==> src/spi_settings.svh <==
`ifndef SPI_SETTINGS_SVH
`define SPI_SETTINGS_SVH

// Clk cycles per half sclk period.
// One frame takes 24 * SPI_CLK_DIV + 2 cycles from transfer to cs rise.
`define SPI_CLK_DIV 4

// Idle clk cycles between the last status response and the next poll.
`define POLL_INTERVAL 200

// Register the status poller reads.
`define POLL_ADDR 3

// Command word layout.
`define SPI_CMD_BITS 12
`define SPI_DATA_BITS 8
`define SPI_ADDR_BITS 3

// A read shifts the flag and the address out before sampling.
`define SPI_READ_HDR_BITS 4

`endif
==> src/spi_pkg.sv <==
`default_nettype none

package spi_pkg;

  // Command word as it goes out msb first.
  typedef struct packed {
    logic       write;   // 1 = write, 0 = read.
    logic [2:0] addr;
    logic [7:0] wdata;   // Ignored for reads.
  } spi_cmd_t;

  // Frame sequencer states.
  typedef enum logic [2:0] {
    st_idle   = 3'd0,
    st_setup  = 3'd1,  // cs low with the first bit on mosi.
    st_shift  = 3'd2,  // Bits going out.
    st_sample = 3'd3,  // Read data coming in.
    st_finish = 3'd4   // cs high again.
  } spi_state_e;

  // Owner of the current SPI transfer.
  typedef enum logic {
    src_host = 1'b0,
    src_poll = 1'b1
  } spi_src_e;

endpackage

`default_nettype wire

==> src/spi_subsystem.sv <==
`timescale 1ns/1ps
`default_nettype none

module spi_subsystem (
  input  wire                    clk,
  input  wire                    rst_n,
  input  wire spi_pkg::spi_cmd_t host_cmd,
  input  wire                    host_cmd_vld,
  output logic                   host_cmd_rdy,
  output logic                   host_read_vld,
  output logic [7:0]             read_data,
  output logic [7:0]             status_data,
  output logic                   status_vld,
  output logic                   sclk,
  output logic                   cs,
  output logic                   mosi,
  input  wire                    miso
);

  logic              poll_req;
  logic [2:0]        poll_addr;
  logic              poll_gnt;
  logic              poll_rsp_vld;
  spi_pkg::spi_cmd_t cmd;
  logic              cmd_vld;
  logic              cmd_rdy;
  logic              read_vld;

  status_poller u_poller (
    .clk          (clk),
    .rst_n        (rst_n),
    .poll_req     (poll_req),
    .poll_addr    (poll_addr),
    .poll_gnt     (poll_gnt),
    .poll_rsp_vld (poll_rsp_vld),
    .read_data    (read_data),
    .status_data  (status_data),
    .status_vld   (status_vld)
  );

  spi_arbiter u_arbiter (
    .clk           (clk),
    .rst_n         (rst_n),
    .host_cmd      (host_cmd),
    .host_cmd_vld  (host_cmd_vld),
    .host_cmd_rdy  (host_cmd_rdy),
    .poll_req      (poll_req),
    .poll_addr     (poll_addr),
    .poll_gnt      (poll_gnt),
    .cmd           (cmd),
    .cmd_vld       (cmd_vld),
    .cmd_rdy       (cmd_rdy),
    .read_vld      (read_vld),
    .host_read_vld (host_read_vld),
    .poll_rsp_vld  (poll_rsp_vld)
  );

  // Read data is shared; the valid pulses tell the owners apart.
  spi_master u_master (
    .clk       (clk),
    .rst_n     (rst_n),
    .cmd       (cmd),
    .cmd_vld   (cmd_vld),
    .cmd_rdy   (cmd_rdy),
    .sclk      (sclk),
    .cs        (cs),
    .mosi      (mosi),
    .miso      (miso),
    .read_vld  (read_vld),
    .read_data (read_data)
  );

endmodule

`default_nettype wire

==> src/status_poller.sv <==
`timescale 1ns/1ps
`default_nettype none

`include "spi_settings.svh"

module status_poller (
  input  wire        clk,
  input  wire        rst_n,
  output logic       poll_req,
  output logic [2:0] poll_addr,
  input  wire        poll_gnt,
  input  wire        poll_rsp_vld,
  input  wire  [7:0] read_data,
  output logic [7:0] status_data,
  output logic       status_vld
);

  localparam int cnt_w = $clog2(`POLL_INTERVAL + 1);
  localparam logic [cnt_w-1:0] cnt_last = cnt_w'(`POLL_INTERVAL - 1);

  logic [cnt_w-1:0] cnt_q;
  logic             req_q;
  logic             wait_q;  // Granted and waiting for the response.

  always_ff @(posedge clk or negedge rst_n)
  begin
    if (!rst_n)
    begin
      cnt_q       <= '0;
      req_q       <= 1'b0;
      wait_q      <= 1'b0;
      status_data <= 8'h00;
      status_vld  <= 1'b0;
    end
    else
    begin
      status_vld <= 1'b0;
      if (wait_q)
      begin
        if (poll_rsp_vld)
        begin
          wait_q      <= 1'b0;
          cnt_q       <= '0;
          status_data <= read_data;
          status_vld  <= 1'b1;
        end
      end
      else if (req_q)
      begin
        if (poll_gnt)
        begin
          req_q  <= 1'b0;
          wait_q <= 1'b1;
        end
      end
      else if (cnt_q == cnt_last)
      begin
        req_q <= 1'b1;  // Held until granted.
      end
      else
      begin
        cnt_q <= cnt_q + 1'b1;
      end
    end
  end

  assign poll_req  = req_q;
  assign poll_addr = 3'(`POLL_ADDR);

endmodule

`default_nettype wire

==> src/spi_arbiter.sv <==
`timescale 1ns/1ps
`default_nettype none

module spi_arbiter (
  input  wire                    clk,
  input  wire                    rst_n,
  input  wire spi_pkg::spi_cmd_t host_cmd,
  input  wire                    host_cmd_vld,
  output logic                   host_cmd_rdy,
  input  wire                    poll_req,
  input  wire [2:0]              poll_addr,
  output logic                   poll_gnt,
  output spi_pkg::spi_cmd_t      cmd,
  output logic                   cmd_vld,
  input  wire                    cmd_rdy,
  input  wire                    read_vld,
  output logic                   host_read_vld,
  output logic                   poll_rsp_vld
);

  spi_pkg::spi_src_e prio_q;   // Preferred source on a tie.
  spi_pkg::spi_src_e owner_q;  // Source of the frame in flight.

  spi_pkg::spi_cmd_t poll_cmd;
  logic host_win;
  logic poll_win;
  logic xfer;

  // Status poll is always a read.
  assign poll_cmd = '{write: 1'b0, addr: poll_addr, wdata: 8'h00};

  assign host_win = host_cmd_vld && (!poll_req || (prio_q == spi_pkg::src_host));
  assign poll_win = poll_req && !host_win;

  assign cmd     = host_win ? host_cmd : poll_cmd;
  assign cmd_vld = host_cmd_vld || poll_req;
  assign xfer    = cmd_vld && cmd_rdy;

  assign host_cmd_rdy = cmd_rdy && host_win;  // Loser never sees ready.
  assign poll_gnt     = cmd_rdy && poll_win;

  always_ff @(posedge clk or negedge rst_n)
  begin
    if (!rst_n)
    begin
      prio_q  <= spi_pkg::src_host;
      owner_q <= spi_pkg::src_host;
    end
    else if (xfer)
    begin
      if (host_win)
      begin
        owner_q <= spi_pkg::src_host;
        prio_q  <= spi_pkg::src_poll;
      end
      else
      begin
        owner_q <= spi_pkg::src_poll;
        prio_q  <= spi_pkg::src_host;
      end
    end
  end

  // Response goes back to whoever started the frame.
  assign host_read_vld = read_vld && (owner_q == spi_pkg::src_host);
  assign poll_rsp_vld  = read_vld && (owner_q == spi_pkg::src_poll);

endmodule

`default_nettype wire

==> src/spi_master.sv <==
`timescale 1ns/1ps
`default_nettype none

`include "spi_settings.svh"

module spi_master (
  input  wire                    clk,
  input  wire                    rst_n,
  input  wire spi_pkg::spi_cmd_t cmd,
  input  wire                    cmd_vld,
  output logic                   cmd_rdy,
  output logic                   sclk,
  output logic                   cs,
  output logic                   mosi,
  input  wire                    miso,
  output logic                   read_vld,
  output logic [7:0]             read_data
);

  localparam int div_w = $clog2(`SPI_CLK_DIV) + 1;
  localparam logic [div_w-1:0] div_last = div_w'(`SPI_CLK_DIV - 1);
  localparam logic [3:0] hdr_last = 4'(`SPI_READ_HDR_BITS - 1);
  localparam logic [3:0] frame_last = 4'(`SPI_CMD_BITS - 1);

  spi_pkg::spi_state_e state_q;
  spi_pkg::spi_state_e state_d;

  logic [div_w-1:0] div_cnt_q;
  logic [3:0]       bit_cnt_q;
  logic             sclk_q;
  logic             read_q;
  logic [11:0]      tx_q;
  logic [7:0]       rx_q;

  logic active;
  logic half_done;
  logic sclk_rise;
  logic sclk_fall;
  logic xfer;

  assign xfer   = cmd_vld && (state_q == spi_pkg::st_idle);
  assign active = (state_q == spi_pkg::st_shift) || (state_q == spi_pkg::st_sample);

  // sclk toggles at the end of every half period.
  assign half_done = active && (div_cnt_q == div_last);
  assign sclk_rise = half_done && !sclk_q;
  assign sclk_fall = half_done && sclk_q;

  always_comb
  begin
    state_d = state_q;
    case (state_q)
      spi_pkg::st_idle:
      begin
        if (cmd_vld)
        begin
          state_d = spi_pkg::st_setup;
        end
      end
      spi_pkg::st_setup:
      begin
        state_d = spi_pkg::st_shift;
      end
      spi_pkg::st_shift:
      begin
        if (sclk_fall)
        begin
          if (bit_cnt_q == frame_last)
          begin
            state_d = spi_pkg::st_finish;
          end
          else if (read_q && (bit_cnt_q == hdr_last))
          begin
            state_d = spi_pkg::st_sample;  // Turn to miso after the header.
          end
        end
      end
      spi_pkg::st_sample:
      begin
        if (sclk_fall && (bit_cnt_q == frame_last))
        begin
          state_d = spi_pkg::st_finish;
        end
      end
      spi_pkg::st_finish:
      begin
        state_d = spi_pkg::st_idle;
      end
      default:
      begin
        state_d = spi_pkg::st_idle;
      end
    endcase
  end

  always_ff @(posedge clk or negedge rst_n)
  begin
    if (!rst_n)
    begin
      state_q   <= spi_pkg::st_idle;
      div_cnt_q <= '0;
      bit_cnt_q <= '0;
      sclk_q    <= 1'b0;
      read_q    <= 1'b0;
      tx_q      <= '0;
    end
    else
    begin
      state_q <= state_d;
      if (xfer)
      begin
        read_q    <= !cmd.write;
        // Reads send zeros after the header.
        tx_q      <= {cmd.write, cmd.addr, cmd.write ? cmd.wdata : 8'h00};
        bit_cnt_q <= '0;
        div_cnt_q <= '0;
        sclk_q    <= 1'b0;
      end
      else if (active)
      begin
        if (half_done)
        begin
          div_cnt_q <= '0;
          sclk_q    <= !sclk_q;
        end
        else
        begin
          div_cnt_q <= div_cnt_q + 1'b1;
        end
        if (sclk_fall)
        begin
          tx_q      <= {tx_q[10:0], 1'b0};  // Next bit after falling edge.
          bit_cnt_q <= bit_cnt_q + 1'b1;
        end
      end
    end
  end

  // Read data arrives msb first.
  always_ff @(posedge clk)
  begin
    if ((state_q == spi_pkg::st_sample) && sclk_rise)
    begin
      rx_q <= {rx_q[6:0], miso};
    end
  end

  assign cmd_rdy   = (state_q == spi_pkg::st_idle);
  assign cs        = (state_q == spi_pkg::st_idle) || (state_q == spi_pkg::st_finish);
  assign sclk      = sclk_q;
  assign mosi      = tx_q[11];
  assign read_vld  = (state_q == spi_pkg::st_finish) && read_q;
  assign read_data = rx_q;

endmodule

`default_nettype wire

==> config.mk <==
export PLATFORM = sky130hd
export DESIGN_NAME = spi_subsystem
export DESIGN_NICKNAME = d
export VERILOG_FILES = /design/src/spi_pkg.sv /design/src/spi_subsystem.sv /design/src/status_poller.sv /design/src/spi_arbiter.sv /design/src/spi_master.sv
export VERILOG_INCLUDE_DIRS = /design/src /design/src/src
export SDC_FILE = /design/constraint.sdc
export NUM_CORES = 1
export LEC_CHECK = 0
export ABC_CLOCK_PERIOD_IN_PS = 4400
export BUFFER_PORTS_ARGS = -buffer_cell sky130_fd_sc_hd__buf_2
export CELL_PAD_IN_SITES_DETAIL_PLACEMENT = 1
export CELL_PAD_IN_SITES_GLOBAL_PLACEMENT = 1
export CORE_MARGIN = 4
export CORE_UTILIZATION = 48
export DETAILED_ROUTE_END_ITERATION = 8
export HOLD_SLACK_MARGIN = 0.06
export MAX_ROUTING_LAYER = met4
export PLACE_DENSITY_LB_ADDON = 0.1
export RECOVER_POWER = 50
export SLEW_MARGIN = 20
export SYNTH_ARGS = -nofsm -noshare
export SYNTH_HDL_FRONTEND = slang
export SYNTH_HIERARCHICAL = 1
export SYNTH_SLANG_ARGS = --single-unit
==> constraint.sdc <==
create_clock -name clk -period 4.4 [get_ports clk]
set_input_delay 0.88 -clock clk [delete_from_list [all_inputs] [get_ports clk]]
set_output_delay 0.88 -clock clk [all_outputs]
set_load 0.02 [all_outputs]
# Word-level counts from Yosys, hierarchy flattened
# Index checks and enable logic that the tools add are counted.
dict set report word_totals {
  input_bits 16
  reg_bits 53
  out_inout_bits 22
}
dict set report op_classes {
  eq_ne 15
  add_sub_neg 3
  n_mux 35
  bitwise_logic 2
  n_reduce_logical 31
}
# cell n
set ops {}
lappend ops {{two-way mux 12 bit} 4}
lappend ops {{two-way mux 8 bit} 5}
lappend ops {{two-way mux 3 bit} 8}
lappend ops {{logical AND 1 bit} 14}
lappend ops {{two-way mux 1 bit} 14}
lappend ops {{two-way mux 4 bit} 3}
lappend ops {{case mux 3 bit (4 select lines)} 1}
lappend ops {{equality test 3 x 2 -> 1 bit, second input constant} 3}
lappend ops {{adder 8 x 1 -> 8 bit, second input constant} 1}
lappend ops {{equality test 8 bit, second input constant} 1}
lappend ops {{inequality test 2 x 1 -> 1 bit, second input constant} 3}
lappend ops {{inequality test 2 bit, second input constant} 3}
lappend ops {{AND reduction 2 bit} 3}
lappend ops {{nonzero test 2 bit} 3}
lappend ops {{adder 4 x 1 -> 4 bit, second input constant} 1}
lappend ops {{equality test 4 x 2 -> 1 bit, second input constant} 1}
lappend ops {{equality test 4 bit, second input constant} 1}
lappend ops {{zero test 1 bit} 4}
lappend ops {{logical OR 1 bit} 4}
lappend ops {{AND reduction 4 bit} 1}
lappend ops {{adder 3 x 1 -> 3 bit, second input constant} 1}
lappend ops {{equality test 3 x 1 -> 1 bit, second input constant} 1}
lappend ops {{equality test 3 bit, second input constant} 1}
lappend ops {{zero test 3 bit} 1}
lappend ops {{3 further kinds} 4}

# Depth between registers and ports, before layout
# Gate-level depths: netlist of run 1.
dict set report logic_depth {
  word_depth 9
  depth_mapped 8
}

# Hierarchy
# Netlist of run 1, hierarchy kept.
# mod area_per_inst_um2 n_inst cells_per_inst
set by_module_without_submodules {}
lappend by_module_without_submodules {spi_master 1450.1 1 126}
lappend by_module_without_submodules {status_poller 920.9 1 81}
lappend by_module_without_submodules {spi_arbiter 237.7 1 27}

# Worst setup path after synthesis of run 1
# Ideal clock, no wire load.
dict set report synth_timing {
  path_kind {reg2out}
  start {reg u_master.state_q[1]}
  end {out host_read_vld}
  path_slack_ns 2.106
  stages_incl_launch_ff 5
  arrival_time_ns 1.414
  n_path_buf 1
  required_time_ns 3.520
  cell_sequence {dfrtp_1 > buf_6 > nor2_1 > and3_2 > nor2b_1}
}
dict set report synth_via {
  elab_chain_len 3
}
# element line
set synth_lines {}
lappend synth_lines {{start, declared} spi_master.sv:25} ;# spi_pkg::spi_state_e state_q;
lappend synth_lines {{start signal, assigned} spi_master.sv:100} ;# state_q <= spi_pkg::st_idle;
lappend synth_lines {{start signal, assigned} spi_master.sv:109} ;# state_q <= state_d;
lappend synth_lines {{equality test 3 bit} spi_master.sv:152} ;# assign read_vld = (state_q == spi_pkg::st_finish) && read_q;
lappend synth_lines {{logical AND 1 bit} spi_master.sv:152}
lappend synth_lines {{net read_vld} spi_subsystem.sv:27} ;# logic read_vld;
lappend synth_lines {{logical AND 1 bit} spi_arbiter.sv:65} ;# assign host_read_vld = read_vld && (owner_q == spi_pkg::src_host);
lappend synth_lines {{end, declared} spi_subsystem.sv:10} ;# output logic host_read_vld,
# The timed path passes the listed nets, and every way through them passes these cells.

==> impl_metrics.env, run 1 <==
export IMPL_status="finished with violations"
export IMPL_p_int_uw=937
export IMPL_ys_seq_area_share_pct=52.4
export IMPL_area_growth_pct=10.2
export IMPL_cp_startpoint="rst_n"
export IMPL_die_area_mm2=0.00668
export IMPL_reg2reg_setup_slack_ns=2.16
export IMPL_crit_family="buffers and inverters"
export IMPL_cts_path_max_buffers=2
export IMPL_place_ws_ns=1.97
export IMPL_startpoint_type="input pin"
export IMPL_post_cts_buffers=0
export IMPL_vias=1852
export IMPL_antenna_cells=0
export IMPL_clock_sinks=53
export IMPL_routedWlPerCell_um=15.4
export IMPL_cap_violations=1
export IMPL_cp_arrival_ns=2.62
export IMPL_ys_ff_latch=53
export IMPL_avgViaCountPerCell=5.51
export IMPL_ys_flop_type="dfrtp_1"
export IMPL_io_pins=38
export IMPL_vdd_drop_max_mv=0.281
export IMPL_max_freq_mhz=369
export IMPL_min_path_cells=0
export IMPL_yosysWarningCount=6
export IMPL_yosysUniqueCellTypes=58
export IMPL_yosys_area_top_type="dfrtp_1"
export IMPL_place_gp_congestion=0.775
export IMPL_fin_nets=285
export IMPL_drt_pass1_iterations=4
export IMPL_slowest_delay_ns=1.72
export IMPL_dp_cells=328
export IMPL_synthArstFlopShare_pct=84.9
export IMPL_grt_max_degree=46
export IMPL_skew_ns=0.00399
export IMPL_cp_depth=1
export IMPL_slew_headroom_pct=-64.3
export IMPL_worstSetupEndpoint="u_master/state_q[2]"
export IMPL_rows=26
export IMPL_rsz0062_at_grt="no"
export IMPL_violations="max-capacitance violations, max-slew violations"
export IMPL_swShare_pct=37.5
export IMPL_clockRootBuffer="clkbuf_8"
export IMPL_crit_buf_inv=1
export IMPL_cpMaxStageDelayCell="clkbuf_1"
export IMPL_grt_pass1_vias=1985
export IMPL_power_density_mw_per_mm2=521
export IMPL_hold_path_class="reg -> reg"
export IMPL_drtIter0Drc=62
export IMPL_drt_total_wl_mm=5.17
export IMPL_numCtsBuffers=5
export IMPL_start_util_pct=50.4
export IMPL_p_leak_nw=1.34
export IMPL_core_area_mm2=0.00517
export IMPL_worstSetupPathType="in -> async"
export IMPL_stdcell_area_mm2=0.00288
export IMPL_clk_insertion_delay_late_ns=0.31
export IMPL_grt_ovfl_total=0
export IMPL_p_seq_share_pct=51.6
export IMPL_crit_required_ns=4.32
export IMPL_yosysMostFrequentCell="dfrtp_1"
export IMPL_antenna_found_initial=0
export IMPL_die_y_um=81.7
export IMPL_route_detailed_drc=0
export IMPL_setup_ws_ns=1.69
export IMPL_setup_viol=0
export IMPL_grt_pass1_wl_mm=9.24
export IMPL_antenna_left=0
export IMPL_instances_no_fill=336
export IMPL_critPathMaxFanout=45
export IMPL_path_clk_slew_ns=0.10
export IMPL_cts_hold_buf=0
export IMPL_p_switching_uw=562
export IMPL_final_util_pct=55.6
export IMPL_timing_final_crit_period_ns=2.71
export IMPL_synth_common_cells="dfrtp_1, nand2_1, nand3_1"
export IMPL_cts_tree="yes"
export IMPL_p_comb_share_pct=28.8
export IMPL_setup_tns_final_ns=0
export IMPL_port_buffer_count=37
export IMPL_r2r_start="u_master/state_q[1]"
export IMPL_slew_viol_final=46
export IMPL_syn_inst=234
export IMPL_fp_dieW_um=81.7
export IMPL_cp_cell_sequence="clkbuf_1"
export IMPL_layout_drive_gt1_share_pct=26.7
export IMPL_cts_resized=0
export IMPL_multi_input_area_mm2=0.00111
export IMPL_syn_area_mm2=0.00261
export IMPL_tightestPinTransition_ns=2.46
export IMPL_place_area_mm2=0.00278
export IMPL_r2r_end="u_poller/cnt_q[7]"
export IMPL_worstRegToRegCells=6
export IMPL_synth_area_leaders="dfrtp_1, edfxtp_1, mux2_2"
export IMPL_clockPowerShare_pct=19.6
export IMPL_hold_viol=0
export IMPL_avgSynthCellArea_um2=11.1
export IMPL_detailed_place_hpwl_mm=3.72
export IMPL_synth_top_area_share_pct=43.2
export IMPL_grt_usage_pct=18.2
export IMPL_htreeDepth=2
export IMPL_ff_latch_area_mm2=0.00137
export IMPL_synth_edf_count=8
export IMPL_finalCritPeriodShare_pct=61.5
export IMPL_cp_end_kind="async pin"
export IMPL_fill_cells=578
[metrics by stage]
| step | hold slack (ns) | total power [mW] |
|---|---|---|
| 3_5_place_dp | 0.462 | 1.22 |
| 6_report | 0.480 | 1.50 |
| 5_1_grt | 0.503 | 1.62 |
| 4_1_cts | 0.488 | 1.52 |
| 2_1_floorplan | 0.455 | 1.12 |
| 3_3_place_gp | 0.459 | 1.20 |
[sequential cells by signal (all words and copies together) (netlist names)]
signal and count:
u_master/read_q 1, u_poller/cnt_q 8, u_master/div_cnt_q 3, u_master/bit_cnt_q 4, u_master/state_q 3, u_poller/wait_q 1, u_poller/status_vld 1, u_poller/status_data 8
u_master/read_data 8, u_master/sclk 1, u_poller/poll_req 1, u_arbiter/prio_q 1, u_master/tx_q 12, u_arbiter/owner_q 1
[how the worst min path moves through the flow]
| stage | from | endpoint | slack [ns] |
|---|---|---|---|
| 2_1_floorplan | u_master/read_q | u_master/read_q | 0.46 |
| 3_3_place_gp | u_master/read_data[5] | u_master/read_data[6] | 0.46 |
| 3_5_place_dp | u_master/read_data[5] | u_master/read_data[6] | 0.46 |
| 4_1_cts | u_master/read_data[5] | u_master/read_data[6] | 0.49 |
| 5_1_grt | u_master/read_data[5] | u_master/read_data[6] | 0.50 |
| 6_report | u_master/read_data[6] | u_master/read_data[7] | 0.48 |
[power by group through the flow]
stage          registers [mW]  clock network [mW]  logic, mW
6_report                0.773               0.294      0.432
3_5_place_dp            0.782                   0      0.442
5_1_grt                 0.798               0.326      0.496
2_1_floorplan           0.730                   0      0.386
4_1_cts                 0.773               0.307      0.442
3_3_place_gp            0.780                   0      0.420
[logic make-up (layout without fill, tap and decap cells)]
family	Yosys count	after routing	share of synthesized area [%]
other	2	3	0.288
buffers and inverters	23	54	5.37
flip-flops	53	53	52.4
multiplexers	16	16	6.95
AO/OA/AOI/OAI	40	40	11.1
XOR/XNOR	2	2	0.672
AND/OR/NAND/NOR	94	94	21.3
adder cells (fa/ha/maj)	4	4	1.92
[layout by cell type (no fill, tap or decap), types with 5 or more instances in the layout]
cell type and n:
a21oi_1 7, mux2_2 9, nand3_1 20, dfrtp_1 45, and2_2 6, edfxtp_1 8
nand2_1 21, o211ai_1 5, clkbuf_8 5, nor2_1 5, nor3_1 7, buf_2 36
inv_1 8, and3_1 7, nor2b_1 5
[routing by layer]
metal	wire [µm]	track usage (%)	vias up	part of all wire (%)
li1	-	-	892	-
met5	0	-	-	0
met2	2560	31.9	30	50
met1	2320	21.2	923	45
met4	70	5.65	0	1.4
met3	215	3.18	7	4.2
[area by class of cell]
cell class	instances	area share (%)
flip-flops and latches	53	47.5
multi-input cells	159	38.5
repair buffers	38	6.53
well taps	70	3.05
clock buffers	5	2.39
inverters	8	1.04
clock inverters	3	1.00
(Power assumes the default switching activity.)
==> run 2: changes to the inputs <==
- ABC_AREA: unset -> 1
- ABC_CLOCK_PERIOD_IN_PS: 4400 -> 2650
- CORE_UTILIZATION: 48 -> 42
- clock period: 4.4 -> 2.65 ns (I/O delays scaled with it)
==> impl_metrics.env, run 2 <==
export IMPL_status="completed"
export IMPL_syn_inst=323
export IMPL_avgViaCountPerCell=4.89
export IMPL_mostFrequentLayoutCell="nand2_1"
export IMPL_layout_common_cells="nand2_1, dfrtp_1, inv_1"
export IMPL_route_detailed_drc=0
export IMPL_synth_edf_count=8
export IMPL_fin_nets=382
export IMPL_power_density_mw_per_mm2=452
export IMPL_timing_final_crit_period_ns=2.21
export IMPL_avgSynthCellArea_um2=8.34
export IMPL_grt_pass1_vias=2264
export IMPL_place_gp_congestion=0.768
export IMPL_slew_viol_final=0
export IMPL_cts_path_max_buffers=2
export IMPL_top_register="u_master/tx_q"
export IMPL_worstSetupPathType="reg -> out"
export IMPL_cts_resized=0
export IMPL_synth_area_leaders="dfrtp_1, nand2_1, edfxtp_1"
export IMPL_yosysWarningCount=6
export IMPL_clockRootBuffer="clkbuf_8"
export IMPL_grt_usage_pct=18.1
export IMPL_final_util_pct=49.5
export IMPL_ys_flop_type="dfrtp_1"
export IMPL_synth_common_cells="nand2_1, dfrtp_1, inv_1"
export IMPL_hold_path_class="in -> reg"
export IMPL_die_area_mm2=0.00776
export IMPL_setup_viol=0
export IMPL_grt_ovfl_total=0
export IMPL_port_buffer_count=37
export IMPL_skew_ns=0.0129
export IMPL_cts_hold_buf=0
export IMPL_slew_headroom_pct=20.0
export IMPL_core_area_mm2=0.00606
export IMPL_vias=2148
export IMPL_path_clk_slew_ns=0.11
export IMPL_antenna_left=0
export IMPL_crit_required_ns=2.12
export IMPL_start_util_pct=44.5
export IMPL_instances_no_fill=439
export IMPL_ys_ff_latch=53
export IMPL_setup_ws_ns=0.442
export IMPL_p_leak_nw=1.51
export IMPL_layout_drive_gt1_share_pct=18.2
export IMPL_detailed_place_hpwl_mm=4.49
export IMPL_stdcell_area_mm2=0.00300
export IMPL_holdWs_ns=0.378
export IMPL_cp_end_kind="output pin"
export IMPL_htreeDepth=2
export IMPL_vdd_drop_max_mv=0.217
export IMPL_grt_pass1_wl_mm=10.6
export IMPL_cts_tree="yes"
export IMPL_tightestPinTransition_ns=1.20
export IMPL_post_cts_buffers=0
export IMPL_drt_total_wl_mm=6.03
export IMPL_cp_cell_sequence="inv_1, nor4_1, inv_1, nor2_1, buf_2"
export IMPL_finalCritPeriodShare_pct=83.3
export IMPL_clk_insertion_delay_late_ns=0.32
export IMPL_cap_violations=0
export IMPL_rows=28
export IMPL_largest_reg_flops=12
export IMPL_yosys_area_top_type="dfrtp_1"
export IMPL_die_y_um=88.1
export IMPL_cp_arrival_ns=1.68
export IMPL_hold_viol=0
export IMPL_rsz0062_at_grt="no"
export IMPL_synthArstFlopShare_pct=84.9
export IMPL_numCtsBuffers=5
export IMPL_max_freq_mhz=453
export IMPL_drt_pass1_iterations=4
export IMPL_startpoint_type="flop"
export IMPL_setup_tns_final_ns=0
export IMPL_fp_dieW_um=88.1
export IMPL_drtIter0Drc=29
export IMPL_area_growth_pct=11.4
export IMPL_critPathMaxFanout=4
export IMPL_synth_top_area_share_pct=41.8
export IMPL_place_area_mm2=0.00293
export IMPL_slowest_delay_ns=0.45
export IMPL_place_ws_ns=0.770
export IMPL_grt_max_degree=28
export IMPL_ys_seq_area_share_pct=50.7
export IMPL_dp_cells=430
export IMPL_yosysMostFrequentCell="nand2_1"
export IMPL_total_power_mw=1.36
export IMPL_cpMostUsedCell="inv_1"
export IMPL_yosysUniqueCellTypes=34
export IMPL_antenna_found_initial=1
export IMPL_syn_area_mm2=0.00270
export IMPL_io_pins=38
export IMPL_cpMaxStageDelayCell="nor4_1"
export IMPL_routedWlPerCell_um=13.7
export IMPL_clock_sinks=53
==> run 2: cell count changes after synthesis, sizes merged, moves of 10 or more <==
cell,delta
and2,-10
inv,+37
mux2,-14
nand2,+88
nor2,+32
o21ai,+10
==> run 2: where the power goes <==
group	switching, mW	internal, mW	total, mW	leakage (nW)
clock	0.298	0.192	0.489	0.0448
combinational	0.0294	0.0157	0.0451	0.822
sequential	0	0.823	0.823	0.644
==> run 2: critical path, delay by kind of cell (launching register included) <==
| kind | cells | cell delay, ns |
|---|---|---|
| and+or+nand+nor | 2 | 0.56 |
| buffers and inverters | 3 | 0.36 |
| DFF | 1 | 0.43 |
==> run 2: kinds of logic after synthesis <==
kind of cell	synth area share [%]
adders and majority gates	1.86
and+or+nand+nor	28.8
DFF	50.7
buffers and inverters	9.19
AOI/OAI and AO/OA	9.15
other	0.279
==> run 2: layer usage <==
layer	track usage, %	up-vias	wire [µm]
li1	-	1090	-
met1	22.3	1022	2780
met2	30.3	26	2970
met3	3.67	10	203
met4	5.22	0	85
met5	-	-	0
==> run 2: path summary, 6_finish.rpt <==
check	endpoint	depth (start not counted)	start	slack, ns
min	u_master/read_data[0]	1	miso	0.38
max	host_read_vld	5	u_master/state_q[2]	0.44
min reg2reg	u_master/read_data[5]	0	u_master/read_data[4]	0.49
max in group asynchronous	u_master/read_q	2	rst_n	1.48
max reg2reg	u_master/bit_cnt_q[0]	6	u_master/state_q[1]	0.60
min in group asynchronous	u_poller/cnt_q[2]	1	rst_n	0.43
==> run 2: cell type report <==
cell class | count | area [µm²]
fillers | 777 | 3060
multi-input cells | 217 | 1070
flip-flops and latches | 53 | 1370
inverters | 46 | 173
clock inverters | 3 | 25.0
well taps | 75 | 93.8
repair buffers | 39 | 200
diodes | 1 | 2.50
clock buffers | 5 | 68.8
==> run 3: changes to the inputs <==
- ABC_AREA: 1 -> 0
- ABC_CLOCK_PERIOD_IN_PS: 2650 -> 2000
- CORE_UTILIZATION: 42 -> 40
- clock period: 2.65 -> 2 ns (I/O delays scaled with it)
==> impl_metrics.env, run 3 (synthesized netlist as in run 1, its figures left out) <==
export IMPL_status="completed"
export IMPL_fp_dieW_um=88.8
export IMPL_cap_violations=0
export IMPL_r2r_start="u_poller/cnt_q[1]"
export IMPL_route_detailed_drc=0
export IMPL_slew_viol_final=0
export IMPL_fin_nets=308
export IMPL_layout_drive_gt1_share_pct=34.6
export IMPL_cp_startpoint="u_poller/cnt_q[1]"
export IMPL_timing_final_crit_period_ns=1.91
export IMPL_drt_pass1_iterations=4
export IMPL_die_y_um=88.8
export IMPL_min_path_cells=1
export IMPL_place_area_mm2=0.00293
export IMPL_vdd_drop_max_mv=0.521
export IMPL_cp_arrival_ns=2.12
export IMPL_grt_max_degree=28
export IMPL_drt_total_wl_mm=5.79
export IMPL_setup_ws_ns=0.0938
export IMPL_antenna_cells=0
export IMPL_place_ws_ns=-0.0346
export IMPL_cp_cell_sequence="ha_1, nor4bb_2, a311o_2, mux2_1, a21o_1"
export IMPL_setup_tns_final_ns=0
export IMPL_vias=1976
export IMPL_start_util_pct=41.1
export IMPL_worstSetupPathType="reg -> reg"
export IMPL_cts_tree="yes"
export IMPL_area_growth_pct=18.6
export IMPL_grt_usage_pct=16.7
export IMPL_finalCritPeriodShare_pct=95.3
export IMPL_crit_buf_inv=0
export IMPL_cp_end_kind="flop"
export IMPL_rsz0062_at_grt="yes"
export IMPL_antenna_left=0
export IMPL_slowest_delay_ns=0.42
export IMPL_cts_path_max_buffers=2
export IMPL_hold_path_class="in -> reg"
export IMPL_tightestPinTransition_ns=1.13
export IMPL_cp_depth=5
export IMPL_startpoint_type="flop"
export IMPL_grt_pass1_vias=2075
export IMPL_largest_reg_flops=12
export IMPL_numCtsBuffers=5
export IMPL_port_buffer_count=37
export IMPL_hold_start="miso"
export IMPL_top_register="u_master/tx_q"
export IMPL_worstRegToRegCells=5
export IMPL_antenna_found_initial=0
export IMPL_io_pins=38
export IMPL_grt_pass1_wl_mm=9.90
export IMPL_fill_cells=707
export IMPL_mostFrequentLayoutCell="dfrtp_1"
export IMPL_p_leak_nw=1.46
export IMPL_rows=29
export IMPL_place_gp_congestion=0.786
export IMPL_routedWlPerCell_um=15.8
export IMPL_slew_headroom_pct=24.7
export IMPL_drtIter0Drc=69
export IMPL_core_area_mm2=0.00635
export IMPL_htreeDepth=2
export IMPL_clockRootBuffer="clkbuf_8"
export IMPL_skew_ns=0.00707
export IMPL_r2r_end="u_poller/cnt_q[7]"
export IMPL_max_freq_mhz=525
export IMPL_avgViaCountPerCell=5.40
export IMPL_hold_viol=0
export IMPL_layout_common_cells="dfrtp_1, buf_2, buf_4"
export IMPL_reg2reg_setup_slack_ns=0.09
export IMPL_hold_path_end="u_master/read_data[0]"
export IMPL_crit_required_ns=2.22
export IMPL_setup_viol=0
export IMPL_path_clk_slew_ns=0.11
export IMPL_die_area_mm2=0.00788
export IMPL_stdcell_area_mm2=0.00309
export IMPL_clock_sinks=53
export IMPL_clk_insertion_delay_late_ns=0.31
export IMPL_grt_ovfl_total=0
export IMPL_power_density_mw_per_mm2=1140
export IMPL_cpMaxStageDelayCell="dfrtp_1"
export IMPL_critPathMaxFanout=7
export IMPL_crit_family="compound AO/OA/AOI/OAI gates"
export IMPL_detailed_place_hpwl_mm=4.28
-- run 3: changes by cell type in the layout (fill, tap and decap cells not counted), moves of 6 or more --
cell      change
nand2_1      -77
inv_1        -34
nor2_1       -29
buf_4        +21
buf_2         +9
clkbuf_1      -9
mux2_2        +9
nand2_2       -9
and3_1        +7
and2_2        +6
o21ai_0       -6
o21ai_2       -6
-- run 3: repair_timing --
action                                  in CTS  in global routing
hold buffers                                 1                  0
resized for setup                            2                  3
endpoints found under the hold margin       18                  0
buffers inserted                             0                  6
gates cloned                                 0                  0
pin swaps                                    1                  2
endpoints found under the setup margin       3                 17
-- run 3: worst reg2reg max path, stage by stage, from the launching register on --
cell and delay (ns):
dfrtp_1 0.42, ha_1 0.21, nor4bb_2 0.35, a311o_2 0.32
mux2_1 0.33, a21o_1 0.18
-- run 3: how the worst max path moves through the flow --
stage                                        to  slack [ns]
after floorplan           u_master/read_data[0]       0.007
after global placement        u_poller/cnt_q[7]      -0.004
after detailed placement      u_poller/cnt_q[7]       -0.03
after CTS                     u_poller/cnt_q[3]        0.03
after global routing               host_cmd_rdy       -0.04
final                         u_poller/cnt_q[7]        0.09
-- run 3: power breakdown --
part	total [mW]	internal, mW	switching (mW)
Combinational	1.26	0.599	0.664
Sequential	1.62	1.37	0.249
Clock	0.656	0.263	0.393
-- run 3: through the flow --
| stage | cells | power [mW] | utilization (%) | hold slack, ns |
|---|---|---|---|---|
| floorplan | 235 | 2.46 | - | 0.104 |
| global placement | 351 | 2.82 | 46.1 | 0.382 |
| detailed placement | 351 | 2.87 | 46.1 | 0.383 |
| CTS | 360 | 3.55 | 47.9 | 0.251 |
| global route | 366 | 3.82 | 48.7 | 0.243 |
| finish | 366 | 3.54 | 48.7 | 0.256 |
-- run 3: per-layer routing --
| layer | track usage, % | up-vias | wire, µm |
|---|---|---|---|
| li1 | - | 940 | - |
| met1 | 19.9 | 995 | 2480 |
| met2 | 28.1 | 30 | 3000 |
| met3 | 3.63 | 11 | 208 |
| met4 | 5.08 | 0 | 104 |
| met5 | - | - | 0 |
-- run 3: cell type report --
type | instances | area, µm² | area share, %
clock buffer | 5 | 68.8 | 2.22
tap | 77 | 96.3 | 3.11
multi-input combinational | 159 | 1120 | 36.3
inverter | 8 | 30.0 | 0.970
sequential | 53 | 1370 | 44.2
timing repair buffer | 61 | 379 | 12.3
clock inverter | 3 | 28.8 | 0.930
